### config.mk
export PLATFORM = sky130hd
export DESIGN_NAME = rgb_led_flat
export DESIGN_NICKNAME = d
export VERILOG_FILES = /design/src/source/wolf_pkg.sv /design/src/source/wb_if.sv /design/src/source/rgb_led.sv /design/src/flat_wrapper.sv
export SDC_FILE = /design/constraint.sdc
export NUM_CORES = 1
export LEC_CHECK = 0
export ABC_AREA = 1
export BUFFER_PORTS_ARGS = -buffer_cell sky130_fd_sc_hd__buf_2
export CELL_PAD_IN_SITES_DETAIL_PLACEMENT = 0
export CELL_PAD_IN_SITES_GLOBAL_PLACEMENT = 1
export CORE_ASPECT_RATIO = 2
export CORE_MARGIN = 8
export CORE_UTILIZATION = 32
export CTS_BUF_LIST = sky130_fd_sc_hd__clkbuf_2
export DETAILED_ROUTE_END_ITERATION = 10
export PLACE_DENSITY_LB_ADDON = 0.1
export SYNTH_ARGS = -nofsm -noshare
export SYNTH_HDL_FRONTEND = slang
export SYNTH_SLANG_ARGS = --single-unit
### constraint.sdc
create_clock -name clk -period 3.2 [get_ports clk]
set_input_delay 0.48 -clock clk [delete_from_list [all_inputs] [get_ports clk]]
set_output_delay 0.48 -clock clk [all_outputs]
set_load 0.05 [all_outputs]
### src/source/wolf_pkg.sv
`default_nettype none

package wolf_pkg;

   // ********************
   // Bus widths and types
   localparam int unsigned BUS_DATA_W = 32;
   localparam int unsigned BUS_ADDR_W = 16;
   localparam int unsigned BUS_SEL_W  = 4;

   typedef logic [BUS_DATA_W-1:0] bus_word_t;
   typedef logic [BUS_ADDR_W-1:0] bus_addr_t;
   typedef logic [BUS_SEL_W-1:0]  bus_sel_t;

   // ********************
   // Address map, region is the top nibble
   localparam int unsigned REGION_LSB  = 12;
   localparam logic [3:0]  REGION_RAM  = 4'd0;
   localparam logic [3:0]  REGION_SYS  = 4'd1;
   localparam logic [3:0]  REGION_GPIO = 4'd2;
   localparam logic [3:0]  REGION_RGB  = 4'd3;

   localparam int unsigned RAM_WORDS = 256;

   // ********************
   // Register offsets inside a target
   localparam int unsigned REG_OFS_W = 4;

   localparam logic [REG_OFS_W-1:0] SYS_MTIME    = 4'h0;
   localparam logic [REG_OFS_W-1:0] SYS_MTIMECMP = 4'h4;
   localparam logic [REG_OFS_W-1:0] SYS_CTRL     = 4'h8;

   localparam logic [REG_OFS_W-1:0] GPIO_IN  = 4'h0;
   localparam logic [REG_OFS_W-1:0] GPIO_OUT = 4'h4;
   localparam logic [REG_OFS_W-1:0] GPIO_OE  = 4'h8;

   localparam logic [REG_OFS_W-1:0] RGB_LED0 = 4'h0;
   localparam logic [REG_OFS_W-1:0] RGB_LED1 = 4'h4;
   localparam logic [REG_OFS_W-1:0] RGB_DUTY = 4'h8;

   // Red, green, blue
   typedef logic [2:0] rgb_color_t;
   typedef logic [7:0] pwm_t;

endpackage

`default_nettype wire

### src/source/wb_if.sv
`default_nettype none

interface wb_if;

   // Request
   logic                cyc;
   logic                stb;
   logic                we;
   wolf_pkg::bus_addr_t adr;
   wolf_pkg::bus_word_t dat_w;
   wolf_pkg::bus_sel_t  sel;

   // Reply
   wolf_pkg::bus_word_t dat_r;
   logic                ack;
   logic                err;

   modport initiator (
      output cyc, stb, we, adr, dat_w, sel,
      input  dat_r, ack, err
   );

   modport decoder (
      input  cyc, stb, we, adr, dat_w, sel,
      output dat_r, ack, err
   );

   // Targets only ack, errors come from the decoder
   modport target (
      input  cyc, stb, we, adr, dat_w, sel,
      output dat_r, ack
   );

endinterface

`default_nettype wire

### src/source/rgb_led.sv
`default_nettype none

module rgb_led
   import wolf_pkg::*;
(
   input  logic       clk,
   input  logic       i_rst,
   wb_if.target       bus,
   output rgb_color_t o_rgb0,
   output rgb_color_t o_rgb1
);

   rgb_color_t           led0;
   rgb_color_t           led1;
   pwm_t                 duty;
   pwm_t                 pwm_cnt;
   logic                 wr_en;
   logic                 lit;
   logic [REG_OFS_W-1:0] ofs;
   bus_word_t            rdata;

   assign ofs   = bus.adr[REG_OFS_W-1:0];
   assign wr_en = bus.cyc & bus.stb & bus.we & ~bus.ack;

   always_ff @(posedge clk) begin
      if (i_rst) begin
         led0    <= '0;
         led1    <= '0;
         duty    <= '0;
         pwm_cnt <= '0;
      end else begin
         // Free-running, one period is 256 cycles
         pwm_cnt <= pwm_cnt + 1'b1;
         if (wr_en) begin
            case (ofs)
               RGB_LED0: led0 <= bus.dat_w[2:0];
               RGB_LED1: led1 <= bus.dat_w[2:0];
               RGB_DUTY: duty <= bus.dat_w[7:0];
               default: ;
            endcase
         end
      end
   end

   // Both LEDs share the brightness
   assign lit    = pwm_cnt < duty;
   assign o_rgb0 = lit ? led0 : '0;
   assign o_rgb1 = lit ? led1 : '0;

   always_comb begin
      case (ofs)
         RGB_LED0: rdata = bus_word_t'(led0);
         RGB_LED1: rdata = bus_word_t'(led1);
         RGB_DUTY: rdata = bus_word_t'(duty);
         default:  rdata = '0;
      endcase
   end

   always_ff @(posedge clk) begin
      bus.dat_r <= rdata;
   end

   always_ff @(posedge clk) begin
      if (i_rst) begin
         bus.ack <= 1'b0;
      end else begin
         bus.ack <= bus.cyc & bus.stb & ~bus.ack;
      end
   end

endmodule

`default_nettype wire

### src/flat_wrapper.sv
// flat-port wrapper written by rule: the top's interface ports become plain ports
module rgb_led_flat import wolf_pkg::*;
  (clk, i_rst, o_rgb0, o_rgb1, bus_cyc, bus_stb, bus_we, bus_adr, bus_dat_w, bus_sel, bus_dat_r, bus_ack);
  wb_if bus_i ();
  input  logic clk;
  input  logic i_rst;
  output rgb_color_t o_rgb0;
  output rgb_color_t o_rgb1;
  input wire logic [$bits(bus_i.cyc)-1:0] bus_cyc;
  input wire logic [$bits(bus_i.stb)-1:0] bus_stb;
  input wire logic [$bits(bus_i.we)-1:0] bus_we;
  input wire logic [$bits(bus_i.adr)-1:0] bus_adr;
  input wire logic [$bits(bus_i.dat_w)-1:0] bus_dat_w;
  input wire logic [$bits(bus_i.sel)-1:0] bus_sel;
  output wire logic [$bits(bus_i.dat_r)-1:0] bus_dat_r;
  output wire logic [$bits(bus_i.ack)-1:0] bus_ack;
  assign bus_i.cyc = bus_cyc;
  assign bus_i.stb = bus_stb;
  assign bus_i.we = bus_we;
  assign bus_i.adr = bus_adr;
  assign bus_i.dat_w = bus_dat_w;
  assign bus_i.sel = bus_sel;
  assign bus_dat_r = bus_i.dat_r;
  assign bus_ack = bus_i.ack;
  rgb_led u_core (.clk(clk), .i_rst(i_rst), .bus(bus_i), .o_rgb0(o_rgb0), .o_rgb1(o_rgb1));
endmodule
Yosys cells after proc, flatten, opt, wreduce, memory -nomap -nowiden
Index checks and enable logic that the tools add are counted.

word-level totals
  output and inout port bits = 39
  flip-flop bits (word level) = 31
  word-level logic and storage cells = 22
  input port bits = 57

cells by class
  $lt $le $gt $ge = 1
  bitwise operators = 5
  muxes and demuxes = 3
  reduce and logical (&&, ||, !) cells = 4
  add/sub/neg operators = 1
  equality and inequality tests = 2

operators with widths
  operator                                                               number
  8-bit one-hot mux with 3 select lines                                  1
  8-bit by 1-bit adder with 8-bit output, second input constant          1
  8-bit < comparator                                                     1
  3-bit two-way mux                                                      2
  2-bit AND reduction                                                    3
  1-bit bitwise AND                                                      4
  4-bit by 3-bit equality test with 1-bit output, second input constant  1
  4-bit equality test, second input constant                             1
  4-bit logical NOT                                                      1
  1-bit NOT                                                              1

Depth between registers and ports, before layout
Gate-level depths: netlist of run 1.

  depth in word-level cells = 4
  depth in mapped cells = 9
  gate-level depth less buffers = 9

Least setup slack after synthesis of run 1
Ideal clock, no wire load.

  path kind = register to output
  from = register u_core.duty[7]
  to = output port o_rgb0[0]
  required time = 2720 ps
  arrival time = 1654 ps
  setup slack = 1066 ps
  stages on the path, launching flop included = 7
  path through = dfxtp_1 > inv_1 > ha_1 > a21oi_1 > o21a_1 > nand2_1 > nor2_1

on the way
  longest elaborated chain between the ends = 2

ends and longest elaborated chain
  element                 RTL line           source
  from (decl)             rgb_led.sv:15      pwm_t duty;
  from (signal assigned)  rgb_led.sv:38      RGB_DUTY: duty <= bus.dat_w[7:0];
  8-bit < comparator      rgb_led.sv:46      assign lit = pwm_cnt < duty;
  3-bit two-way mux       rgb_led.sv:47      assign o_rgb0 = lit ? led0 : '0;
  to (decl)               flat_wrapper.sv:7  output rgb_color_t o_rgb0;

No other way between the ends.

Final worst setup path of run 1
  from = register u_core.pwm_cnt[5]
  to = output port o_rgb0[0]

on the way
  longest elaborated chain between the ends = 2

ends and longest elaborated chain
  element                 RTL line       source
  from (decl)             rgb_led.sv:16  pwm_t pwm_cnt;
  from (signal assigned)  rgb_led.sv:33  pwm_cnt <= pwm_cnt + 1'b1;
  8-bit < comparator      rgb_led.sv:46
  3-bit two-way mux       rgb_led.sv:47

No other way between the ends.

==> results of run 1 <==
worst paths after layout:
| kind | to | slack, ns | depth (start not counted) |
|---|---|---|---|
| min reg2reg | u_core.bus.ack$_SDFF_PP0_ | 0.46 | 1 |
| min | u_core.pwm_cnt[2]$_SDFF_PP0_ | 0.34 | 2 |
| max reg2reg | u_core.pwm_cnt[7]$_SDFF_PP0_ | 2.05 | 5 |
| max | o_rgb0[0] | 0.82 | 6 |
flip-flops by register name (all words and copies together), names as in the netlist:
signal	count
u_core.pwm_cnt	8
u_core.bus.ack	1
u_core.led1	3
u_core.bus.dat_r	8
u_core.duty	8
u_core.led0	3
worst max-delay path, cell delays in order (launching register included):
cell and delay [ns]:
dfxtp_1 0.45, ha_1 0.28, a21oi_1 0.14, o21a_1 0.12, nand2_1 0.16, nor2_1 0.13, buf_2 0.27
where the power goes:
part           leakage (nW)  switching (W)  internal, W
Clock                0.0249       0.000122    0.0000495
Combinational         0.575      0.0000969    0.0000198
Sequential            0.251     0.00000440     0.000391
Total                 0.850       0.000223     0.000460
synthesized netlist by cell type:
cell and instances:
inv_1 28, o21ai_0 12, inv_4 1, nand3_1 4, nor3_1 3, clkbuf_2 1
a21oi_1 7, nand2_1 19, dfxtp_1 31, o21ai_1 4, nand3_4 1, xnor2_1 1
ha_1 8, nor2_4 1, conb_1 1, nand4_4 1, nor2_2 2, o21a_1 1
nor2_1 48, nor2_8 1, o221ai_1 3, nor3_2 1, buf_4 24
cell type report:
class	instances	share of cell area
multi-input cells	141	0.424
flip-flops and latches	31	0.362
repair buffers	31	0.0904
inverters	29	0.0649
well taps	57	0.0416
clock buffers	6	0.0175
metrics by stage:
stage | setup slack (ns) | utilization
finish | 0.820 | 0.359
detailed placement | 1.18 | 0.353
global placement | 1.20 | 0.353
global route | 0.601 | 0.359
floorplan | 1.07 | -
CTS | 0.759 | 0.359
routing by layer:
layer | part of all wire | up-vias | wire, um | global-route usage
li1 | - | 663 | - | -
met1 | 0.43 | 528 | 1430 | 0.107
met2 | 0.49 | 26 | 1640 | 0.156
met3 | 0.059 | 6 | 198 | 0.0333
met4 | 0.021 | 0 | 70 | 0.0484
met5 | 0 | - | 0 | 0
logic make-up (layout without fill, tap and decap cells):
logic type / count (synthesis) / in the layout / share of synthesized area
compound gates: 27 / 27 / 0.0956
xor+xnor: 1 / 1 / 0.00562
fa+ha+maj: 8 / 8 / 0.0643
buf+inv: 54 / 66 / 0.190
flops: 31 / 31 / 0.398
other cells: 1 / 24 / 0.00241
simple gates: 81 / 81 / 0.243
==> reports/results.tsv, run 1 <==
stage	metric	value	unit
timing	hold_viol_final	0	
timing	min_period_over_period	0.744	
pwr	vdd_ir_drop_max	0.000243	V
yosys	ys_ff_latch	31	
floorplanning	rows	36	
yosys	syn_inst	203	
clocking	clk-insertion-delay-late	0.34	ns
clocking	clock_sinks	31	
drt	vias	1223	
clocking	cts_buffers	5	
pwr	leakage	0.850	nW
drt	ant_nets	0	
placed_design	hpwl	2.66	mm
timing	min_period	2.38	ns
placed_design	gp_congestion	0.723	
hold_path	hp-start	i_rst	
global_route	antenna_found_initial	0	
final_layout	final_cells	295	
placed_design	placed_cell_area	0.00169	sq mm
critical_path	startpoint	u_core.pwm_cnt[5]$_SDFF_PP0_	
timing	fmax	0.420	GHz
clocking	ctsResizeCount	0	
floorplanning	initial_core_util	0.326	
status	status	finished, final reports clean	
drt	drcViolationCount	0	
yosys	ys_seq_area_frac	0.398	
timing	finalSetupViolations	0	
clocking	cts_htree_levels	2	
drt	wl_per_cell	11.3	um
critical_path	required	2.72	ns
final_layout	nFillCells	563	
timing	tns	0	ns
critical_path	critPathCaptureType	output pin	
global_route	grtUsageTotal	0.0964	
clocking	cts.path.max_buffers	2	
final_layout	finalNetCount	304	
drt	vias_per_cell	4.15	
critical_path	critPathLaunchType	register	
hold_path	hp-class	in -> reg	
critical_path	critPathKind	reg -> out	
floorplanning	die_area	0.00749	sq mm
final_layout	final_cell_mix	nor2_1 (48), buf_2 (31), dfxtp_1 (31), inv_1 (28), conb_1 (24)	
global_route	grt_pass1_vias	1250	
yosys	synth_top_area_frac	0.398	
yosys	yosys.area.top_type	dfxtp_1	
floorplanning	fp.dieW	65.3	um
yosys	ys_warn_count	0	
clocking	cts_root_buffer	clkbuf_2	
critical_path	cp_max_fo	6	
floorplanning	die_y	115	um
yosys	syn_area_per_cell	7.67	sq um
yosys	netlist_area	0.00156	sq mm
run	drv_cap	0	
clocking	cts_tree	built	
floorplanning	pin_count	96	
final_layout	layout-drive-gt1-share	0.189	
clocking	post_cts_buffers	0	
timing	slew_violations	0	
placed_design	place_inst	289	
final_layout	fin_area	0.00172	sq mm
clocking	cts_hold_buf	0	
critical_path	timing.rr.start	u_core.pwm_cnt[2]$_SDFF_PP0_	
final_layout	antennaDiodeCount	0	
timing	slew_headroom	0.642	
drt	wl	3.34	mm
drt	drt_iter0_markers	24	
timing	rsz0062_at_grt	no	
final_layout	layout_commonest_cell	nor2_1	
placed_design	port_buffers	31	
global_route	grt_max_degree	19	
yosys	ys_types	23	
yosys	synthTopCellsByArea	dfxtp_1 (40%), buf_4 (12%), nor2_1 (12%), inv_1 (6.7%), ha_1 (6.4%)	
floorplanning	coreArea	0.00477	sq mm
final_layout	multi_input_area	727	sq um
timing	clock_skew	0.00803	ns
pwr	p_per_area	399	mW/mm^2
timing	whs	0.343	ns
global_route	grt_first_pass_wirelength	5.66	mm
clocking	clk_pin_slew_worst_paths	0.15	ns
global_route	overflow	0	
final_layout	syn_to_final_growth	10.1	%
critical_path	arrival	1.90	ns
final_layout	regArea	621	sq um
pwr	power	0.000684	W
drt	firstDrtPassIters	4	
timing	tightest_slew	0.536	ns
No activity file was read; power rests on OpenSTA's default activity.
==> run 2: changes to the inputs <==
Settings changed: CORE_UTILIZATION 32 to 30.
Clock period 3.2 ns to 2.4 ns, I/O delays scaled along.
==> run 2 against run 1 <==
- critical path depth grew 1
- via count up 5.0%
- wire length increased by 15%
- combinational power grew 37%
- register-to-register slack got worse by 0.85 ns
- critical endpoint is now o_rgb1[0]
- largest power group unchanged
- highest routed layer unchanged
==> reports/results.tsv, run 2 (synthesis results as in run 1) <==
stage	metric	value	unit
floorplanning	fp.dieW	67.0	um
global_route	grtUsageTotal	0.104	
critical_path	arrival	1.86	ns
critical_path	critPathKind	reg -> out	
clocking	cts_root_buffer	clkbuf_2	
clocking	post_cts_buffers	0	
timing	hold_viol_final	0	
floorplanning	pin_count	96	
clocking	cts_htree_levels	2	
floorplanning	rows	37	
placed_design	gp_congestion	0.694	
final_layout	layout_top_registers	u_core.bus.dat_r (8), u_core.duty (8), u_core.pwm_cnt (8)	
clocking	cts_hold_buf	0	
global_route	antenna_found_initial	0	
drt	firstDrtPassIters	4	
clocking	ctsResizeCount	2	
global_route	overflow	0	
drt	ant_nets	0	
clocking	cts_tree	built	
final_layout	nFillCells	605	
drt	wl_per_cell	12.9	um
clocking	clock_sinks	31	
pwr	p_per_area	588	mW/mm^2
clocking	cts_buffers	5	
critical_path	required	2.04	ns
global_route	grt_first_pass_wirelength	6.29	mm
global_route	grt_pass1_vias	1352	
critical_path	cp_max_fo	6	
clocking	cts.path.max_buffers	2	
placed_design	port_buffers	31	
floorplanning	coreArea	0.00509	sq mm
pwr	leakage	0.868	nW
timing	min_period	2.22	ns
clocking	clk-insertion-delay-late	0.37	ns
critical_path	critPathCaptureType	output pin	
final_layout	layout-drive-gt1-share	0.200	
critical_path	critPathLaunchType	register	
hold_path	hp-class	in -> reg	
final_layout	final_util	0.351	
drt	vias	1284	
drt	vias_per_cell	4.31	
timing	finalSetupViolations	0	
timing	slew_violations	0	
final_layout	fin_area	0.00179	sq mm
drt	drt_iter0_markers	18	
timing	rsz0062_at_grt	yes	
floorplanning	die_area	0.00789	sq mm
timing	fmax	0.450	GHz
global_route	grt_max_degree	19	
timing	min_period_over_period	0.927	
timing	clock_skew	0.0129	ns
run	drv_cap	0	
drt	drcViolationCount	0	
final_layout	finalNetCount	304	
final_layout	final_cell_mix	nor2_1 (47), dfxtp_1 (31), inv_1 (28), buf_2 (25), conb_1 (24)	
final_layout	antennaDiodeCount	0	
floorplanning	die_y	118	um
pwr	vdd_ir_drop_max	0.000478	V
clocking	clk_pin_slew_worst_paths	0.18	ns
final_layout	syn_to_final_growth	14.6	%
floorplanning	initial_core_util	0.306	
timing	tightest_slew	0.521	ns
placed_design	hpwl	3.07	mm
status	status	finished, final reports clean	
drt	wl	3.84	mm
timing	slew_headroom	0.652	
placed_design	placed_cell_area	0.00169	sq mm
final_layout	layout_commonest_cell	nor2_1	
## run 2: layout make-up
| type | instances | area [sq um] | area share |
|---|---|---|---|
| clock buffers | 5 | 25.0 | 0.0140 |
| flip-flops and latches | 31 | 621 | 0.348 |
| well taps | 58 | 72.6 | 0.0406 |
| clock inverters | 3 | 38.8 | 0.0217 |
| inverters | 29 | 111 | 0.0624 |
| multi-input cells | 141 | 732 | 0.410 |
| repair buffers | 31 | 185 | 0.104 |
## run 2: per-stage QoR
stage | setup slack, ns | setup TNS, ns | hold slack, ns | cells | power (W)
after global placement | 0.423 | 0 | 0.435 | 290 | 0.000697
after global routing | -0.0211 | -0.0231 | 0.193 | 298 | 0.00110
final | 0.176 | 0 | 0.196 | 298 | 0.00105
after floorplan | 0.386 | 0 | 0.427 | 226 | 0.000693
after CTS | 0.0124 | 0 | 0.175 | 298 | 0.00106
after detailed placement | 0.436 | 0 | 0.437 | 290 | 0.000697
## run 2: per-layer routing
layer  wire, um  GRT usage
met5          0          0
met4         89     0.0553
met3        220     0.0315
met2       2180      0.192
met1       1350     0.0938
## run 2: path summary, 6_finish.rpt
path	start	endpoint	slack, ns	depth (start not counted)
worst max-delay path	u_core.duty[5]$_SDFFE_PP0P_	o_rgb1[0]	0.18	7
worst min register to register	u_core.bus.ack$_SDFF_PP0_	u_core.bus.ack$_SDFF_PP0_	0.46	1
worst max register to register	u_core.bus.ack$_SDFF_PP0_	u_core.led0[0]$_SDFFE_PP0P_	1.20	6
worst min-delay path	bus_dat_w[4]	u_core.duty[4]$_SDFFE_PP0P_	0.20	3
## run 2: worst max-delay path, stage by stage, from the launching register on
cell     delay (ns)
dfxtp_1        0.36
inv_1          0.07
ha_1           0.29
a21oi_1        0.15
o21a_1         0.14
nand2_2        0.13
nor2_1         0.16
buf_6          0.18
## run 2: where the power goes
group          leakage, nW  switching [W]  internal (W)  total [W]
Clock               0.0404       0.000191      0.000171   0.000362
Combinational        0.577       0.000133     0.0000272   0.000160
Sequential           0.251     0.00000604      0.000522   0.000528
==> run 3: changes to the inputs <==
Settings changed: CORE_UTILIZATION 30 to 29, CTS_BUF_LIST sky130_fd_sc_hd__clkbuf_2 to sky130_fd_sc_hd__clkbuf_16.
==> run 3 against run 2 <==
- die area rose by 2.8%
- flip-flop and latch count did not move
- global-route usage shrank 1.2 points
- clock skew shrank 0.010 ns
- wire length down 8.2%
- critical path depth decreased by 1
- largest cell class unchanged
- largest power group is now the clock network
- highest routed layer unchanged
==> reports/results.tsv, run 3 (synthesis results as in run 1) <==
stage	metric	value	unit
timing	rsz0062_at_grt	no	
critical_path	critPathCaptureType	output pin	
pwr	leakage	0.892	nW
final_layout	final_cells	298	
clocking	clock_sinks	31	
status	status	finished, final reports clean	
global_route	overflow	0	
drt	vias_per_cell	4.10	
pwr	switching_share	0.265	
clocking	cts_buffers	5	
critical_path	rrSetupSlack	1.28	ns
global_route	grt_max_degree	19	
drt	wl_per_cell	11.8	um
pwr	p_sw	0.000330	W
final_layout	layout_top_registers	u_core.bus.dat_r (8), u_core.duty (8), u_core.pwm_cnt (8)	
final_layout	layout_commonest_cell	nor2_1	
critical_path	critPathLaunchType	register	
critical_path	required	2.04	ns
global_route	grtUsageTotal	0.0923	
floorplanning	fp.dieW	67.8	um
timing	clock_skew	0.00261	ns
final_layout	nFillCells	615	
drt	ant_nets	0	
critical_path	critPathTopFamily	flip-flops	
final_layout	layout-drive-gt1-share	0.185	
final_layout	multi_input_area	727	sq um
hold_path	hp-start	bus_dat_w[7]	
timing	hold_viol_final	0	
floorplanning	die_y	120	um
critical_path	r2r_cells	6	
critical_path	startpoint	u_core.pwm_cnt[5]$_SDFF_PP0_	
clocking	ctsResizeCount	0	
drt	vias	1222	
clocking	clk_pin_slew_worst_paths	0.05	ns
final_layout	antennaDiodeCount	0	
pwr	clkPwrFrac	0.450	
run	drv_cap	0	
floorplanning	pin_count	96	
drt	drt_iter0_markers	50	
timing	slew_violations	0	
critical_path	max_stage_delay	0.42	ns
pwr	vdd_ir_drop_max	0.000411	V
hold_path	hp-class	in -> reg	
pwr	p_per_area	685	mW/mm^2
global_route	grt_first_pass_wirelength	5.82	mm
critical_path	reg2reg_to	u_core.duty[5]$_SDFFE_PP0P_	
timing	min_period_over_period	0.913	
placed_design	port_buffers	31	
clocking	cts_root_buffer	clkbuf_16	
floorplanning	initial_core_util	0.293	
drt	drcViolationCount	0	
clocking	cts_tree	built	
timing	fmax	0.456	GHz
timing	min_period	2.19	ns
pwr	comb_power_share	0.125	
final_layout	final_cell_mix	nor2_1 (48), buf_2 (31), dfxtp_1 (31), inv_1 (29), conb_1 (24)	
critical_path	crit_chain	ha_1 -> a21oi_1 -> o21a_1 -> nand2_1 -> nor2_1 -> buf_2	
drt	wl	3.53	mm
floorplanning	rows	38	
timing	tns	0	ns
global_route	antenna_found_initial	0	
timing	tightest_slew	0.545	ns
critical_path	timing.rr.start	u_core.bus.ack$_SDFF_PP0_	
final_layout	regArea	621	sq um
timing	slew_headroom	0.636	
hold_path	whs_endpoint	u_core.duty[7]$_SDFFE_PP0P_	
critical_path	cp_max_fo	6	
pwr	p_seq_frac	0.424	
critical_path	critPathKind	reg -> out	
hold_path	hold-path-cell-count	3	
critical_path	crit_slowest_cell	dfxtp_1	
placed_design	gp_congestion	0.716	
drt	firstDrtPassIters	4	
clocking	cts_hold_buf	0	
final_layout	syn_to_final_growth	16.7	%
placed_design	place_inst	292	
clocking	post_cts_buffers	0	
clocking	cts_htree_levels	2	
placed_design	hpwl	2.78	mm
critical_path	critPathBufInv	1	
timing	finalSetupViolations	0	
critical_path	arrival	1.83	ns
pwr	intPower	0.000916	W
clocking	cts.path.max_buffers	2	
floorplanning	coreArea	0.00533	sq mm
final_layout	finalNetCount	304	
clocking	clk-insertion-delay-late	0.27	ns
floorplanning	die_area	0.00812	sq mm
global_route	grt_pass1_vias	1218	
## run 3: through the flow
stage               total power [W]  area (sq um)  hold slack [ns]  utilization  setup slack, ns
floorplan                  0.000693          1640            0.427            -            0.386
global placement           0.000694          1690            0.431        0.317            0.494
detailed placement         0.000695          1690            0.446        0.317            0.458
CTS                         0.00127          1820            0.320        0.341            0.159
global route                0.00129          1820            0.342        0.341           0.0427
finish                      0.00125          1820            0.319        0.341            0.209
## run 3: cell type report
class,instances,share of cell area
timing repair buffer,31,0.0853
sequential,31,0.341
clock inverter,1,0.00206
tap,60,0.0413
clock buffer,5,0.0688
multi-input combinational,141,0.400
inverter,29,0.0613
## run 3: tightest hold or removal path, cell delays in order
cell and delay [ns]:
buf_2 0.07, nor2_1 0.03, nor2_1 0.08
## run 3: how the worst max path moves through the flow
stage                      to  slack, ns  depth (start not counted)
detailed placement  o_rgb1[2]       0.46                          6
finish              o_rgb1[2]       0.21                          6
global placement    o_rgb1[2]       0.49                          7
CTS                 o_rgb1[2]       0.16                          6
floorplan           o_rgb0[0]       0.39                          6
global route        o_rgb1[2]       0.04                          7
## run 3: power groups by stage
stage / registers, W / logic, W / clock network, W
2_1_floorplan: 0.000540 / 0.000153 / 0
3_3_place_gp: 0.000539 / 0.000155 / 0
3_5_place_dp: 0.000539 / 0.000157 / 0
4_1_cts: 0.000528 / 0.000157 / 0.000585
5_1_grt: 0.000529 / 0.000170 / 0.000594
6_report: 0.000529 / 0.000156 / 0.000561
## run 3: layer usage
layer | share of wire | global-route usage | vias to the layer above
met5 | 0 | 0 | -
met4 | 0.011 | 0.0348 | 0
met3 | 0.065 | 0.0252 | 4
met2 | 0.49 | 0.147 | 30
met1 | 0.43 | 0.113 | 529
li1 | - | - | 659
