--- config.mk ---
export PLATFORM = sky130hd
export DESIGN_NAME = wb_decoder_flat
export DESIGN_NICKNAME = d
export VERILOG_FILES = /design/src/source/wolf_pkg.sv /design/src/source/wb_if.sv /design/src/source/wb_decoder.sv /design/src/flat_wrapper.sv
export SDC_FILE = /design/constraint.sdc
export NUM_CORES = 1
export LEC_CHECK = 0
export BUFFER_PORTS_ARGS = -buffer_cell sky130_fd_sc_hd__clkbuf_2
export CAP_MARGIN = 10
export CORE_AREA = 2 2 171 173
export DETAILED_ROUTE_END_ITERATION = 8
export DIE_AREA = 0 0 173 175
export GPL_ROUTABILITY_DRIVEN = 0
export PLACE_DENSITY = 0.31
export SYNTH_ARGS = -nofsm -noshare
export SYNTH_HDL_FRONTEND = slang
export SYNTH_SLANG_ARGS = --single-unit
--- constraint.sdc ---
create_clock -name clk -period 2.8 [get_ports clk]
set_input_delay 0.42 -clock clk [delete_from_list [all_inputs] [get_ports clk]]
set_output_delay 0.42 -clock clk [all_outputs]
set_load 0.02 [all_outputs]
--- src/source/wolf_pkg.sv ---
`default_nettype none

package wolf_pkg;

   // ********************
   // Bus widths and types
   localparam int unsigned BUS_DATA_W = 32;
   localparam int unsigned BUS_ADDR_W = 16;
   localparam int unsigned BUS_SEL_W  = 4;

   typedef logic [BUS_DATA_W-1:0] bus_word_t;
   typedef logic [BUS_ADDR_W-1:0] bus_addr_t;
   typedef logic [BUS_SEL_W-1:0]  bus_sel_t;

   // ********************
   // Address map, region is the top nibble
   localparam int unsigned REGION_LSB  = 12;
   localparam logic [3:0]  REGION_RAM  = 4'd0;
   localparam logic [3:0]  REGION_SYS  = 4'd1;
   localparam logic [3:0]  REGION_GPIO = 4'd2;
   localparam logic [3:0]  REGION_RGB  = 4'd3;

   localparam int unsigned RAM_WORDS = 256;

   // ********************
   // Register offsets inside a target
   localparam int unsigned REG_OFS_W = 4;

   localparam logic [REG_OFS_W-1:0] SYS_MTIME    = 4'h0;
   localparam logic [REG_OFS_W-1:0] SYS_MTIMECMP = 4'h4;
   localparam logic [REG_OFS_W-1:0] SYS_CTRL     = 4'h8;

   localparam logic [REG_OFS_W-1:0] GPIO_IN  = 4'h0;
   localparam logic [REG_OFS_W-1:0] GPIO_OUT = 4'h4;
   localparam logic [REG_OFS_W-1:0] GPIO_OE  = 4'h8;

   localparam logic [REG_OFS_W-1:0] RGB_LED0 = 4'h0;
   localparam logic [REG_OFS_W-1:0] RGB_LED1 = 4'h4;
   localparam logic [REG_OFS_W-1:0] RGB_DUTY = 4'h8;

   // Red, green, blue
   typedef logic [2:0] rgb_color_t;
   typedef logic [7:0] pwm_t;

endpackage

`default_nettype wire

--- src/source/wb_if.sv ---
`default_nettype none

interface wb_if;

   // Request
   logic                cyc;
   logic                stb;
   logic                we;
   wolf_pkg::bus_addr_t adr;
   wolf_pkg::bus_word_t dat_w;
   wolf_pkg::bus_sel_t  sel;

   // Reply
   wolf_pkg::bus_word_t dat_r;
   logic                ack;
   logic                err;

   modport initiator (
      output cyc, stb, we, adr, dat_w, sel,
      input  dat_r, ack, err
   );

   modport decoder (
      input  cyc, stb, we, adr, dat_w, sel,
      output dat_r, ack, err
   );

   // Targets only ack, errors come from the decoder
   modport target (
      input  cyc, stb, we, adr, dat_w, sel,
      output dat_r, ack
   );

endinterface

`default_nettype wire

--- src/source/wb_decoder.sv ---
`default_nettype none

module wb_decoder
   import wolf_pkg::*;
(
   input  logic    clk,
   input  logic    i_rst,
   wb_if.decoder   bus,
   wb_if.initiator ram,
   wb_if.initiator sys,
   wb_if.initiator gpio,
   wb_if.initiator rgb
);

   logic [BUS_ADDR_W-REGION_LSB-1:0] region;
   logic                             req;
   logic                             hole;
   logic                             err_q;

   assign region = bus.adr[BUS_ADDR_W-1:REGION_LSB];
   assign req    = bus.cyc & bus.stb;
   assign hole   = !(region inside {REGION_RAM, REGION_SYS, REGION_GPIO, REGION_RGB});

   // ********************
   // Request fan-out, strobe only to the selected target
   assign ram.cyc   = bus.cyc;
   assign ram.stb   = req & (region == REGION_RAM);
   assign ram.we    = bus.we;
   assign ram.adr   = bus.adr;
   assign ram.dat_w = bus.dat_w;
   assign ram.sel   = bus.sel;

   assign sys.cyc   = bus.cyc;
   assign sys.stb   = req & (region == REGION_SYS);
   assign sys.we    = bus.we;
   assign sys.adr   = bus.adr;
   assign sys.dat_w = bus.dat_w;
   assign sys.sel   = bus.sel;

   assign gpio.cyc   = bus.cyc;
   assign gpio.stb   = req & (region == REGION_GPIO);
   assign gpio.we    = bus.we;
   assign gpio.adr   = bus.adr;
   assign gpio.dat_w = bus.dat_w;
   assign gpio.sel   = bus.sel;

   assign rgb.cyc   = bus.cyc;
   assign rgb.stb   = req & (region == REGION_RGB);
   assign rgb.we    = bus.we;
   assign rgb.adr   = bus.adr;
   assign rgb.dat_w = bus.dat_w;
   assign rgb.sel   = bus.sel;

   // ********************
   // Reply mux
   always_comb begin
      bus.dat_r = '0;
      bus.ack   = 1'b0;
      case (region)
         REGION_RAM: begin
            bus.dat_r = ram.dat_r;
            bus.ack   = ram.ack;
         end
         REGION_SYS: begin
            bus.dat_r = sys.dat_r;
            bus.ack   = sys.ack;
         end
         REGION_GPIO: begin
            bus.dat_r = gpio.dat_r;
            bus.ack   = gpio.ack;
         end
         REGION_RGB: begin
            bus.dat_r = rgb.dat_r;
            bus.ack   = rgb.ack;
         end
         default: begin
            bus.dat_r = '0;
            bus.ack   = 1'b0;
         end
      endcase
   end

   // Holes answer with a one-cycle error
   always_ff @(posedge clk) begin
      if (i_rst) begin
         err_q <= 1'b0;
      end else begin
         err_q <= req & hole & ~err_q;
      end
   end

   assign bus.err = err_q;

endmodule

`default_nettype wire

--- src/flat_wrapper.sv ---
// flat-port wrapper written by rule: the top's interface ports become plain ports
module wb_decoder_flat import wolf_pkg::*;
  (clk, i_rst, bus_cyc, bus_stb, bus_we, bus_adr, bus_dat_w, bus_sel, bus_dat_r, bus_ack, bus_err, ram_cyc, ram_stb, ram_we, ram_adr, ram_dat_w, ram_sel, ram_dat_r, ram_ack, ram_err, sys_cyc, sys_stb, sys_we, sys_adr, sys_dat_w, sys_sel, sys_dat_r, sys_ack, sys_err, gpio_cyc, gpio_stb, gpio_we, gpio_adr, gpio_dat_w, gpio_sel, gpio_dat_r, gpio_ack, gpio_err, rgb_cyc, rgb_stb, rgb_we, rgb_adr, rgb_dat_w, rgb_sel, rgb_dat_r, rgb_ack, rgb_err);
  wb_if bus_i ();
  wb_if ram_i ();
  wb_if sys_i ();
  wb_if gpio_i ();
  wb_if rgb_i ();
  input  logic clk;
  input  logic i_rst;
  input wire logic [$bits(bus_i.cyc)-1:0] bus_cyc;
  input wire logic [$bits(bus_i.stb)-1:0] bus_stb;
  input wire logic [$bits(bus_i.we)-1:0] bus_we;
  input wire logic [$bits(bus_i.adr)-1:0] bus_adr;
  input wire logic [$bits(bus_i.dat_w)-1:0] bus_dat_w;
  input wire logic [$bits(bus_i.sel)-1:0] bus_sel;
  output wire logic [$bits(bus_i.dat_r)-1:0] bus_dat_r;
  output wire logic [$bits(bus_i.ack)-1:0] bus_ack;
  output wire logic [$bits(bus_i.err)-1:0] bus_err;
  output wire logic [$bits(ram_i.cyc)-1:0] ram_cyc;
  output wire logic [$bits(ram_i.stb)-1:0] ram_stb;
  output wire logic [$bits(ram_i.we)-1:0] ram_we;
  output wire logic [$bits(ram_i.adr)-1:0] ram_adr;
  output wire logic [$bits(ram_i.dat_w)-1:0] ram_dat_w;
  output wire logic [$bits(ram_i.sel)-1:0] ram_sel;
  input wire logic [$bits(ram_i.dat_r)-1:0] ram_dat_r;
  input wire logic [$bits(ram_i.ack)-1:0] ram_ack;
  input wire logic [$bits(ram_i.err)-1:0] ram_err;
  output wire logic [$bits(sys_i.cyc)-1:0] sys_cyc;
  output wire logic [$bits(sys_i.stb)-1:0] sys_stb;
  output wire logic [$bits(sys_i.we)-1:0] sys_we;
  output wire logic [$bits(sys_i.adr)-1:0] sys_adr;
  output wire logic [$bits(sys_i.dat_w)-1:0] sys_dat_w;
  output wire logic [$bits(sys_i.sel)-1:0] sys_sel;
  input wire logic [$bits(sys_i.dat_r)-1:0] sys_dat_r;
  input wire logic [$bits(sys_i.ack)-1:0] sys_ack;
  input wire logic [$bits(sys_i.err)-1:0] sys_err;
  output wire logic [$bits(gpio_i.cyc)-1:0] gpio_cyc;
  output wire logic [$bits(gpio_i.stb)-1:0] gpio_stb;
  output wire logic [$bits(gpio_i.we)-1:0] gpio_we;
  output wire logic [$bits(gpio_i.adr)-1:0] gpio_adr;
  output wire logic [$bits(gpio_i.dat_w)-1:0] gpio_dat_w;
  output wire logic [$bits(gpio_i.sel)-1:0] gpio_sel;
  input wire logic [$bits(gpio_i.dat_r)-1:0] gpio_dat_r;
  input wire logic [$bits(gpio_i.ack)-1:0] gpio_ack;
  input wire logic [$bits(gpio_i.err)-1:0] gpio_err;
  output wire logic [$bits(rgb_i.cyc)-1:0] rgb_cyc;
  output wire logic [$bits(rgb_i.stb)-1:0] rgb_stb;
  output wire logic [$bits(rgb_i.we)-1:0] rgb_we;
  output wire logic [$bits(rgb_i.adr)-1:0] rgb_adr;
  output wire logic [$bits(rgb_i.dat_w)-1:0] rgb_dat_w;
  output wire logic [$bits(rgb_i.sel)-1:0] rgb_sel;
  input wire logic [$bits(rgb_i.dat_r)-1:0] rgb_dat_r;
  input wire logic [$bits(rgb_i.ack)-1:0] rgb_ack;
  input wire logic [$bits(rgb_i.err)-1:0] rgb_err;
  assign bus_i.cyc = bus_cyc;
  assign bus_i.stb = bus_stb;
  assign bus_i.we = bus_we;
  assign bus_i.adr = bus_adr;
  assign bus_i.dat_w = bus_dat_w;
  assign bus_i.sel = bus_sel;
  assign bus_dat_r = bus_i.dat_r;
  assign bus_ack = bus_i.ack;
  assign bus_err = bus_i.err;
  assign ram_cyc = ram_i.cyc;
  assign ram_stb = ram_i.stb;
  assign ram_we = ram_i.we;
  assign ram_adr = ram_i.adr;
  assign ram_dat_w = ram_i.dat_w;
  assign ram_sel = ram_i.sel;
  assign ram_i.dat_r = ram_dat_r;
  assign ram_i.ack = ram_ack;
  assign ram_i.err = ram_err;
  assign sys_cyc = sys_i.cyc;
  assign sys_stb = sys_i.stb;
  assign sys_we = sys_i.we;
  assign sys_adr = sys_i.adr;
  assign sys_dat_w = sys_i.dat_w;
  assign sys_sel = sys_i.sel;
  assign sys_i.dat_r = sys_dat_r;
  assign sys_i.ack = sys_ack;
  assign sys_i.err = sys_err;
  assign gpio_cyc = gpio_i.cyc;
  assign gpio_stb = gpio_i.stb;
  assign gpio_we = gpio_i.we;
  assign gpio_adr = gpio_i.adr;
  assign gpio_dat_w = gpio_i.dat_w;
  assign gpio_sel = gpio_i.sel;
  assign gpio_i.dat_r = gpio_dat_r;
  assign gpio_i.ack = gpio_ack;
  assign gpio_i.err = gpio_err;
  assign rgb_cyc = rgb_i.cyc;
  assign rgb_stb = rgb_i.stb;
  assign rgb_we = rgb_i.we;
  assign rgb_adr = rgb_i.adr;
  assign rgb_dat_w = rgb_i.dat_w;
  assign rgb_sel = rgb_i.sel;
  assign rgb_i.dat_r = rgb_dat_r;
  assign rgb_i.ack = rgb_ack;
  assign rgb_i.err = rgb_err;
  wb_decoder u_core (.clk(clk), .i_rst(i_rst), .bus(bus_i), .ram(ram_i), .sys(sys_i), .gpio(gpio_i), .rgb(rgb_i));
endmodule
* After elaboration in Yosys (flattened, before gate mapping)
Cells that the tools add are included.
** Word-level totals
- Register bits after elaboration :: 1
- Word-level logic and storage cells :: 17
- Input port bits :: 193
- Output and inout bits :: 254
** Cells by class
- Multiplexer cells :: 2
- Bitwise gates (word level) :: 8
- Eq/ne operators :: 3
- Reductions and logical operators :: 3
** Operators by type and width (count)
- $pmux W32 S4 :: 1
- $eq A4 B2 Y1 const B :: 2
- $and A1 B1 Y1 :: 7
- $eq A4 B1 Y1 const B :: 1
- $logic_not A4 Y1 :: 1
- $pmux W1 S4 :: 1
- $reduce_bool A4 Y1 :: 1
- $logic_not A1 Y1 :: 1
- $not A1 Y1 :: 1

* Depth between registers and ports, before layout
Gate-level depths: netlist (run 1).
- Depth in word-level cells :: 5
- Gate-level depth with buffers :: 5
- Mapped depth without buffers :: 2

* Worst setup path before layout (run 1)
No wires, ideal clock.
- Kind :: input -> output
- Start point :: in bus_adr[15]
- End point :: out bus_dat_r[10]
- Buffers on the path :: 2
- Data arrival time :: 1.447 ns
- Required time :: 2.380 ns
- Stages :: 4
- Path slack :: 0.933 ns
- Cells stage by stage :: or3b_1 -> buf_6 -> buf_6 -> o22ai_1
** On the way
- Cells in the longest elaborated chain, start to end :: 2
- Elaborated cells between the ends (all ways) :: 5
- Classes of those cells :: 3 x eq/ne; 1 x mux; 1 x reduce/logical
** RTL lines
- from (decl) :: line flat_wrapper.sv:14 : input wire logic [$bits(bus_i.adr)-1:0] bus_adr;
- $eq A4 B2 Y1 (tied with other cells) :: line wb_decoder.sv:59 : case (region)
- $pmux W32 S4 * :: line wb_decoder.sv:59
- to (decl) :: line flat_wrapper.sv:17 : output wire logic [$bits(bus_i.dat_r)-1:0] bus_dat_r;
Mark *: on every way between the ends. The rest lies on a longest branch, timed or not.

* Worst setup path after layout (run 1)
- Start point :: in bus_adr[15]
- End point :: out bus_dat_r[26]
The elaborated chain is that of the path after synthesis.

==> results of run 1 <==
-- final cells by class --
cell class                      count  area (sq um)
Fill cell                        3373         25900
Multi-Input combinational cell    109           925
Sequential cell                     1          20.0
Tap cell                          384           480
Timing Repair Buffer              207          1060
-- layer usage --
metal / global-route usage (%) / vias up / wire, microns
met4: 3.07 / 0 / 546
met1: 4.51 / 796 / 2560
li1: - / 890 / -
met2: 9.25 / 184 / 4150
met3: 1.81 / 67 / 996
met5: 0 / - / 0
-- worst min path at each step --
stage / start / slack, ns / cells past startpoint / to
global route: u_core.bus.err$_SDFF_PP0_ / 0.46 / 1 / u_core.bus.err$_SDFF_PP0_
detailed placement: u_core.bus.err$_SDFF_PP0_ / 0.45 / 1 / u_core.bus.err$_SDFF_PP0_
floorplan: i_rst / 0.50 / 1 / u_core.bus.err$_SDFF_PP0_
finish: u_core.bus.err$_SDFF_PP0_ / 0.44 / 1 / u_core.bus.err$_SDFF_PP0_
CTS: u_core.bus.err$_SDFF_PP0_ / 0.46 / 1 / u_core.bus.err$_SDFF_PP0_
global placement: u_core.bus.err$_SDFF_PP0_ / 0.45 / 1 / u_core.bus.err$_SDFF_PP0_
-- worst max-delay path: cells and delay by family --
| family | cells | cell delay [ns] |
|---|---|---|
| AO/OA/AOI/OAI | 1 | 0.28 |
| buffers and inverters | 3 | 0.64 |
| AND/OR/NAND/NOR | 1 | 0.47 |
-- kinds of logic after synthesis --
kind of cell	Yosys count	synth area share [%]
and+or+nand+nor	10	2.10
AOI/OAI and AO/OA	33	7.72
muxes	66	24.7
buffers and inverters	232	64.7
DFF	1	0.748
-- power groups by stage --
stage,combinational [uW],clock [uW],sequential [uW]
floorplan,606,0,16.0
global placement,348,0,15.4
detailed placement,348,0,15.4
CTS,350,0,15.4
global route,372,0,15.4
finish,340,0,15.4
-- cells in the final DEF (no fill, tap or decap), types with 3 or more instances in the layout --
master / n
sky130_fd_sc_hd__buf_4: 11
sky130_fd_sc_hd__clkbuf_2: 196
sky130_fd_sc_hd__mux2i_1: 66
sky130_fd_sc_hd__nor2_1: 3
sky130_fd_sc_hd__o22ai_1: 33
-- synthesized netlist by cell type --
library cell,instances,area share (%)
sky130_fd_sc_hd__buf_4,218,61
sky130_fd_sc_hd__mux2i_1,66,25
sky130_fd_sc_hd__o22ai_1,33,7.7
sky130_fd_sc_hd__buf_2,10,1.9
sky130_fd_sc_hd__buf_6,4,1.7
sky130_fd_sc_hd__nor2_1,3,0.42
sky130_fd_sc_hd__dfxtp_1,1,0.75
sky130_fd_sc_hd__nand2_1,1,0.14
sky130_fd_sc_hd__nand3_1,1,0.19
sky130_fd_sc_hd__nor3_1,1,0.19
sky130_fd_sc_hd__nor3_2,1,0.37
sky130_fd_sc_hd__nor4_1,1,0.23
sky130_fd_sc_hd__or3_1,1,0.23
sky130_fd_sc_hd__or3b_1,1,0.33
-- stage by stage --
stage | instance area (sq um) | power (uW) | hold slack (ns)
4_1_cts | 2490 | 365 | 0.456
3_5_place_dp | 2490 | 363 | 0.454
5_1_grt | 2490 | 388 | 0.459
2_1_floorplan | 2680 | 622 | 0.499
3_3_place_gp | 2490 | 363 | 0.452
6_report | 2490 | 356 | 0.445
==> qor.log, run 1 <==
INFO  logic_synthesis synthesis.yosys.warnings=0
INFO  grt            grt_antenna_before_repair=0
INFO  drt            wl_per_cell=11.8microns
INFO  timing         slew_viol_final=0
INFO  power_and_ir_drop internal_power=177uW
INFO  placement      dpl.cell_count=701
INFO  floorplan      placementRows=62
INFO  grt            maximum_number_of_pins_on_one_net_before_global_route_repair=36
INFO  timing         final.setup.worst_slack=0.546ns
INFO  timing         slew-limit-headroom=67.0%
INFO  worst_setup_path crit_path_end_kind=output pin
INFO  power_and_ir_drop cellPowerDensity=143mW/mm^2
INFO  cts            ctsResizeCount=0
INFO  placement      dp_hpwl=7.06mm
INFO  floorplan      dieWidth=173microns
INFO  worst_setup_path critical_path.max_stage_delay=0.47ns
INFO  floorplan      core_area=0.0284sqmm
INFO  grt            groute.usage.overall=4.93%
INFO  worst_hold_path worst_hold_path_type=reg -> reg
INFO  final_layout   num_antenna_cells=0
INFO  drt            violation_count_after_the_first_detailed_routing_iteration=27
INFO  floorplan      die_h=175microns
INFO  cts            post_cts_hold_buffer_count=0
INFO  worst_setup_path worst_setup_path_startpoint=bus_adr[15]
INFO  worst_setup_path startpoint_type=input pin
INFO  logic_synthesis synth-seq-area-share=0.748%
INFO  final_layout   area_overhead_vs_synth=-6.97%
INFO  worst_setup_path crit-reg2reg-launch=u_core.bus.err$_SDFF_PP0_
INFO  final_layout   layout.nets=512
INFO  grt            grt_first_pass_wirelength=11.7mm
INFO  timing         setup-tns-final=0ns
INFO  drt            finalWirelength=8.26mm
INFO  drt            dr_total_vias=1937
INFO  logic_synthesis synthDistinctLibCells=14
INFO  worst_setup_path r2r_slack=2.09ns
INFO  power_and_ir_drop comb_power_share=95.7%
INFO  worst_setup_path cp_required=2.38ns
INFO  timing         fmax=444MHz
INFO  cts            clk_latency=0ns
INFO  worst_setup_path cells_along_the_critical_path=clkbuf_2, or3b_2, buf_4, o22ai_1, clkbuf_2
INFO  logic_synthesis post_synth_inst_count=342
INFO  worst_setup_path worst_path_max_delay_cell=sky130_fd_sc_hd__or3b_2
INFO  cts            cts_post_setup_buffers_inserted=0
INFO  timing         finalSetupViolations=0
INFO  timing         period_needed=2.25ns
INFO  timing         slew_of_the_pin_with_the_lowest_slew_margin=0.495ns
INFO  logic_synthesis synth-seq-cells=1
INFO  grt            grt_remaining_overflow=0
INFO  power_and_ir_drop power_switching_share=50.3%
INFO  timing         post-route-period-util=80.5%
INFO  run_status     run_status=finished, final reports clean
INFO  final_layout   number_of_flip_flops_under_the_largest_register_name=1
INFO  worst_setup_path crit_path_frequent_cell=sky130_fd_sc_hd__clkbuf_2
INFO  worst_setup_path critical_path.reg2reg.endpoint=u_core.bus.err$_SDFF_PP0_
INFO  final_layout   share_of_final_layout_standard_cells_stronger_than_drive_strength_1=66.2%
INFO  floorplan      ports_placed_on_the_boundary=447
INFO  power_and_ir_drop peakVddDrop=0.0677mV
INFO  drt            via_per_inst=2.76
INFO  logic_synthesis synth.net_count=535
INFO  power_and_ir_drop relative_contribution_of_the_clock_network_to_total_power=0%
INFO  cts            clk_pin_slew=0ns
INFO  job            drv_cap=0
INFO  worst_setup_path worst_r2r_path_depth=1
INFO  drt            drt-pass1-iter-count=4
INFO  power_and_ir_drop power_frac_seq=4.3%
INFO  power_and_ir_drop total_switching_power=179uW
INFO  worst_setup_path endpoint=bus_dat_r[26]
INFO  worst_setup_path worst-endpoint-arrival=1.83ns
INFO  final_layout   post_layout_nonfiller_instances=701
INFO  timing         finalHoldViolations=0
INFO  timing         setup_repair_after_global_routing_missed_its_margin=no
INFO  worst_setup_path crit_fanout=35
INFO  power_and_ir_drop cellLeakagePower=0.00134uW
INFO  worst_setup_path timing_worst_setup_path_type=in -> out
INFO  drt            drcViolationCount=0
INFO  floorplan      floorplan.die_area=0.0303sqmm
INFO  final_layout   final_core_util=8.77%
INFO  placement      buffers_on_ports=197
INFO  logic_synthesis netlist_area=0.00268sqmm
INFO  grt            via_count_of_the_first_global_routing_pass=1923
INFO  drt            residual_antenna_violating_net_count_after_detailed_routing=0
INFO  floorplan      initial_util=9.42%
INFO  placement      dp_worst_setup_slack=0.516ns
INFO  timing         skew=0ns
INFO  logic_synthesis syn-mean-instance-area=7.82squm
Power figures use the tool's default switching activity.
==> run 2, diff against run 1 <==
--- a/config.mk
+++ b/config.mk
@@ -5,13 +5,14 @@
 export SDC_FILE = /design/constraint.sdc
 export NUM_CORES = 1
 export LEC_CHECK = 0
+export ABC_AREA = 1
 export BUFFER_PORTS_ARGS = -buffer_cell sky130_fd_sc_hd__clkbuf_2
 export CAP_MARGIN = 10
-export CORE_AREA = 2 2 171 173
+export CORE_AREA = 2 2 173 175
 export DETAILED_ROUTE_END_ITERATION = 8
-export DIE_AREA = 0 0 173 175
+export DIE_AREA = 0 0 175 177
 export GPL_ROUTABILITY_DRIVEN = 0
-export PLACE_DENSITY = 0.31
+export PLACE_DENSITY = 0.32
 export SYNTH_ARGS = -nofsm -noshare
 export SYNTH_HDL_FRONTEND = slang
 export SYNTH_SLANG_ARGS = --single-unit
==> constraint.sdc (replaced) <==
create_clock -name clk -period 2.35 [get_ports clk]
set_input_delay 0.3525 -clock clk [delete_from_list [all_inputs] [get_ports clk]]
set_output_delay 0.3525 -clock clk [all_outputs]
set_load 0.02 [all_outputs]
==> qor.log, run 2 <==
INFO  drt            drt-pass1-iter-count=4 [unchanged]
INFO  final_layout   layout.cells.most_common_list=sky130_fd_sc_hd__clkbuf_2, sky130_fd_sc_hd__nand3_1, sky130_fd_sc_hd__nand2_1
INFO  drt            routed.top_layer=met4
INFO  power_and_ir_drop cellLeakagePower=0.00178uW [+33%]
INFO  logic_synthesis async_reset_ff_share=0% [unchanged]
INFO  grt            grt_first_pass_wirelength=16.0mm [+37%]
INFO  floorplan      die_h=177microns [+1.1%]
INFO  power_and_ir_drop power_switching_share=57.8% [+7.5 points]
INFO  floorplan      placementRows=63 [+1.6%]
INFO  timing         finalHoldViolations=0 [unchanged]
INFO  logic_synthesis synth_compound_gate_area_share=0% [-7.7 points]
INFO  power_and_ir_drop cellPowerDensity=149mW/mm^2 [+4.0%]
INFO  job            drv_cap=0 [unchanged]
INFO  cts            clk_pin_slew=0ns [unchanged]
INFO  power_and_ir_drop internal_power=189uW [+6.7%]
INFO  placement      dp_hpwl=9.42mm [+33%]
INFO  power_and_ir_drop comb_power_share=95.9% [+0.2 points]
INFO  grt            via_count_of_the_first_global_routing_pass=2654 [+38%]
INFO  worst_setup_path critical_path.max_stage_delay=0.24ns [-0.23 ns]
INFO  final_layout   layout.nets=720 [+41%]
INFO  grt            grt_remaining_overflow=0 [unchanged]
INFO  final_layout   regArea=20.0squm [unchanged]
INFO  logic_synthesis number_of_flops_mapped_to_enable_cells_by_yosys=0 [unchanged]
INFO  worst_hold_path worst_hold_path_type=reg -> reg
INFO  cts            post_cts_hold_buffer_count=0 [unchanged]
INFO  final_layout   post_layout_nonfiller_instances=916 [+31%]
INFO  worst_hold_path min-delay-start=u_core.bus.err$_SDFF_PP0_
INFO  worst_setup_path crit_path_end_kind=output pin
INFO  run_status     run_status=finished, final reports clean
INFO  final_layout   share_of_final_layout_standard_cells_stronger_than_drive_strength_1=41.3% [-25 points]
INFO  floorplan      ports_placed_on_the_boundary=447 [unchanged]
INFO  timing         setup_repair_after_global_routing_missed_its_margin=no
INFO  cts            clk_latency=0ns [unchanged]
INFO  logic_synthesis synth-adder-area-share=0% [unchanged]
INFO  worst_setup_path timing_worst_setup_path_type=in -> out
INFO  drt            via_per_inst=3.11 [+12%]
INFO  logic_synthesis post-synth-top-count-cell=sky130_fd_sc_hd__buf_4
INFO  placement      dpl.cell_count=915 [+31%]
INFO  logic_synthesis muxShareOfSynthArea=0% [-25 points]
INFO  grt            groute.usage.overall=6.74% [+1.8 points]
INFO  floorplan      core_area=0.0292sqmm [+3.0%]
INFO  floorplan      initial_util=10.8% [+1.4 points]
INFO  drt            residual_antenna_violating_net_count_after_detailed_routing=0 [unchanged]
INFO  drt            drt-met1-wl=3.93mm [+53%]
INFO  timing         skew=0ns [unchanged]
INFO  worst_setup_path worst-endpoint-arrival=1.61ns [-0.22 ns]
INFO  logic_synthesis synthesis.yosys.warnings=0 [unchanged]
INFO  power_and_ir_drop power_frac_seq=4.1% [-0.2 points]
INFO  drt            met3WireLength=1.34mm [+35%]
INFO  worst_setup_path cells_along_the_critical_path=clkbuf_2, nor2_4, buf_12, buf_4, nand3_1, nand2_1, inv_1, nand2_1, clkbuf_2
INFO  worst_setup_path worst_path_max_delay_cell=sky130_fd_sc_hd__buf_12
INFO  logic_synthesis synth-simple-area-share=35.3% [+33 points]
INFO  logic_synthesis netlist_area=0.00316sqmm [+18%]
INFO  timing         slew-limit-headroom=81.7% [+15 points]
INFO  logic_synthesis synth.top_cell.area_share=52.7% [-8.5 points]
INFO  timing         setup-tns-final=0ns [unchanged]
INFO  timing         period_needed=1.96ns
INFO  logic_synthesis synth.largest_area_cell=sky130_fd_sc_hd__buf_4
INFO  power_and_ir_drop relative_contribution_of_the_clock_network_to_total_power=0% [unchanged]
INFO  logic_synthesis synth-seq-cells=1 [unchanged]
INFO  timing         post-route-period-util=83.4%
INFO  drt            finalWirelength=11.5mm [+40%]
INFO  worst_setup_path r2r_slack=1.70ns [-0.39 ns]
INFO  cts            ctsResizeCount=0 [unchanged]
INFO  final_layout   area_overhead_vs_synth=-4.79%
INFO  worst_setup_path worst-path-buf-inv=5 [+2]
INFO  drt            dr_wl_met2=5.69mm [+37%]
INFO  final_layout   fillers=3505 [+3.9%]
INFO  final_layout   postLayoutCellArea=0.00301sqmm [+21%]
INFO  worst_setup_path kind_of_cell_adding_the_most_delay_to_the_critical_path=buffers and inverters
INFO  worst_setup_path crit-reg2reg-launch=u_core.bus.err$_SDFF_PP0_
INFO  placement      dp_worst_setup_slack=0.358ns [-0.158 ns]
INFO  worst_setup_path crit_fanout=45 [+29%]
INFO  grt            maximum_number_of_pins_on_one_net_before_global_route_repair=57 [+58%]
INFO  timing         final.setup.worst_slack=0.391ns [-0.155 ns]
INFO  logic_synthesis synth_xor_area_share=0% [unchanged]
INFO  final_layout   multi_input_area=0.00112sqmm [+21%]
INFO  final_layout   most_common_library_cell_in_the_layout_ignoring_fill_and_taps=sky130_fd_sc_hd__clkbuf_2
INFO  drt            wl_per_cell=12.6microns [+6.8%]
INFO  timing         slew_of_the_pin_with_the_lowest_slew_margin=0.275ns [-0.220 ns]
INFO  floorplan      dieWidth=175microns [+1.2%]
INFO  logic_synthesis synth.net_count=750 [+40%]
INFO  logic_synthesis synth_top_family_by_area=buffers and inverters
INFO  cts            cts_post_setup_buffers_inserted=0 [unchanged]
INFO  logic_synthesis synthDistinctLibCells=13 [-1]
INFO  logic_synthesis post_synth_inst_count=557 [+63%]
INFO  logic_synthesis synth-seq-area-share=0.633% [-0.12 points]
INFO  timing         finalSetupViolations=0 [unchanged]
INFO  grt            grt_antenna_before_repair=1 [+1]
INFO  timing         slew_viol_final=0 [unchanged]
INFO  worst_setup_path cp_required=2.00ns [-0.38 ns]
INFO  placement      buffers_on_ports=197 [unchanged]
INFO  final_layout   number_of_flip_flops_under_the_largest_register_name=1 [unchanged]
INFO  drt            drcViolationCount=0 [unchanged]
INFO  worst_setup_path worst_setup_path_startpoint=bus_adr[15]
INFO  drt            dr_total_vias=2847 [+47%]
INFO  logic_synthesis commonest_cells_in_the_netlist=sky130_fd_sc_hd__buf_4, sky130_fd_sc_hd__nand3_1, sky130_fd_sc_hd__nand2_1
INFO  worst_setup_path startpoint_type=input pin
INFO  power_and_ir_drop total_switching_power=259uW [+45%]
INFO  logic_synthesis syn-mean-instance-area=5.68squm [-27%]
INFO  placement      dpl_cell_area=0.00301sqmm [+21%]
INFO  timing         finalHoldWorstSlack=0.427ns [-0.0176 ns]
INFO  floorplan      floorplan.die_area=0.0310sqmm [+2.3%]
INFO  drt            violation_count_after_the_first_detailed_routing_iteration=106 [+290%]
INFO  logic_synthesis ys.flop_type=sky130_fd_sc_hd__dfxtp_1
INFO  power_and_ir_drop peakVddDrop=0.0414mV [-39%]
INFO  timing         fmax=510MHz
INFO  logic_synthesis yosys-top-cells-area=sky130_fd_sc_hd__buf_4, sky130_fd_sc_hd__nand3_1, sky130_fd_sc_hd__nand2_1, sky130_fd_sc_hd__inv_1, sky130_fd_sc_hd__buf_2
-- run 2: cell types whose count changed in the layout (fill, tap and decap cells not counted), moves of 3 or more --
cell                      before  now
sky130_fd_sc_hd__nand3_1       1  132
sky130_fd_sc_hd__nand2_1       1  104
sky130_fd_sc_hd__inv_1         0   66
sky130_fd_sc_hd__mux2i_1      66    0
sky130_fd_sc_hd__o22ai_1      33    0
sky130_fd_sc_hd__nor2_4        0    4
sky130_fd_sc_hd__buf_12        0    3
sky130_fd_sc_hd__inv_2         0    3
-- run 2: cell families after synthesis --
kind of cell	after synthesis
AND/OR/NAND/NOR	245
buffers and inverters	311
flip-flops	1
-- run 2: path summary, 6_finish.rpt --
check / cells past startpoint / to
setup / recovery: 9 / bus_dat_r[15]
hold / removal: 1 / u_core.bus.err$_SDFF_PP0_
setup reg to reg: 1 / u_core.bus.err$_SDFF_PP0_
hold reg to reg: 1 / u_core.bus.err$_SDFF_PP0_
-- run 2: cell type report --
cell class | instances | area share [%]
repair buffers | 210 | 37.2
multi-input cells | 245 | 37.2
well taps | 390 | 16.2
inverters | 69 | 8.60
flip-flops and latches | 1 | 0.665
diodes | 1 | 0.0831
-- run 2: power groups by stage --
stage,Sequential (uW),Clock [uW],Combinational (uW)
6_report,18.3,0.0000570,429
5_1_grt,18.4,0,478
4_1_cts,18.3,0,442
3_5_place_dp,18.3,0,441
3_3_place_gp,18.4,0,440
2_1_floorplan,19.0,0,716
-- run 2: metrics by stage --
stage	util (%)	power (uW)
floorplan	-	735
global placement	10.3	458
detailed placement	10.3	459
CTS	10.3	461
global route	10.3	497
finish	10.3	447
-- run 2: metal layers --
layer,track usage (%),vias up
met4,3.06,0
li1,-,1438
met1,7.05,1162
met5,0,-
met2,12.2,180
met3,2.34,67
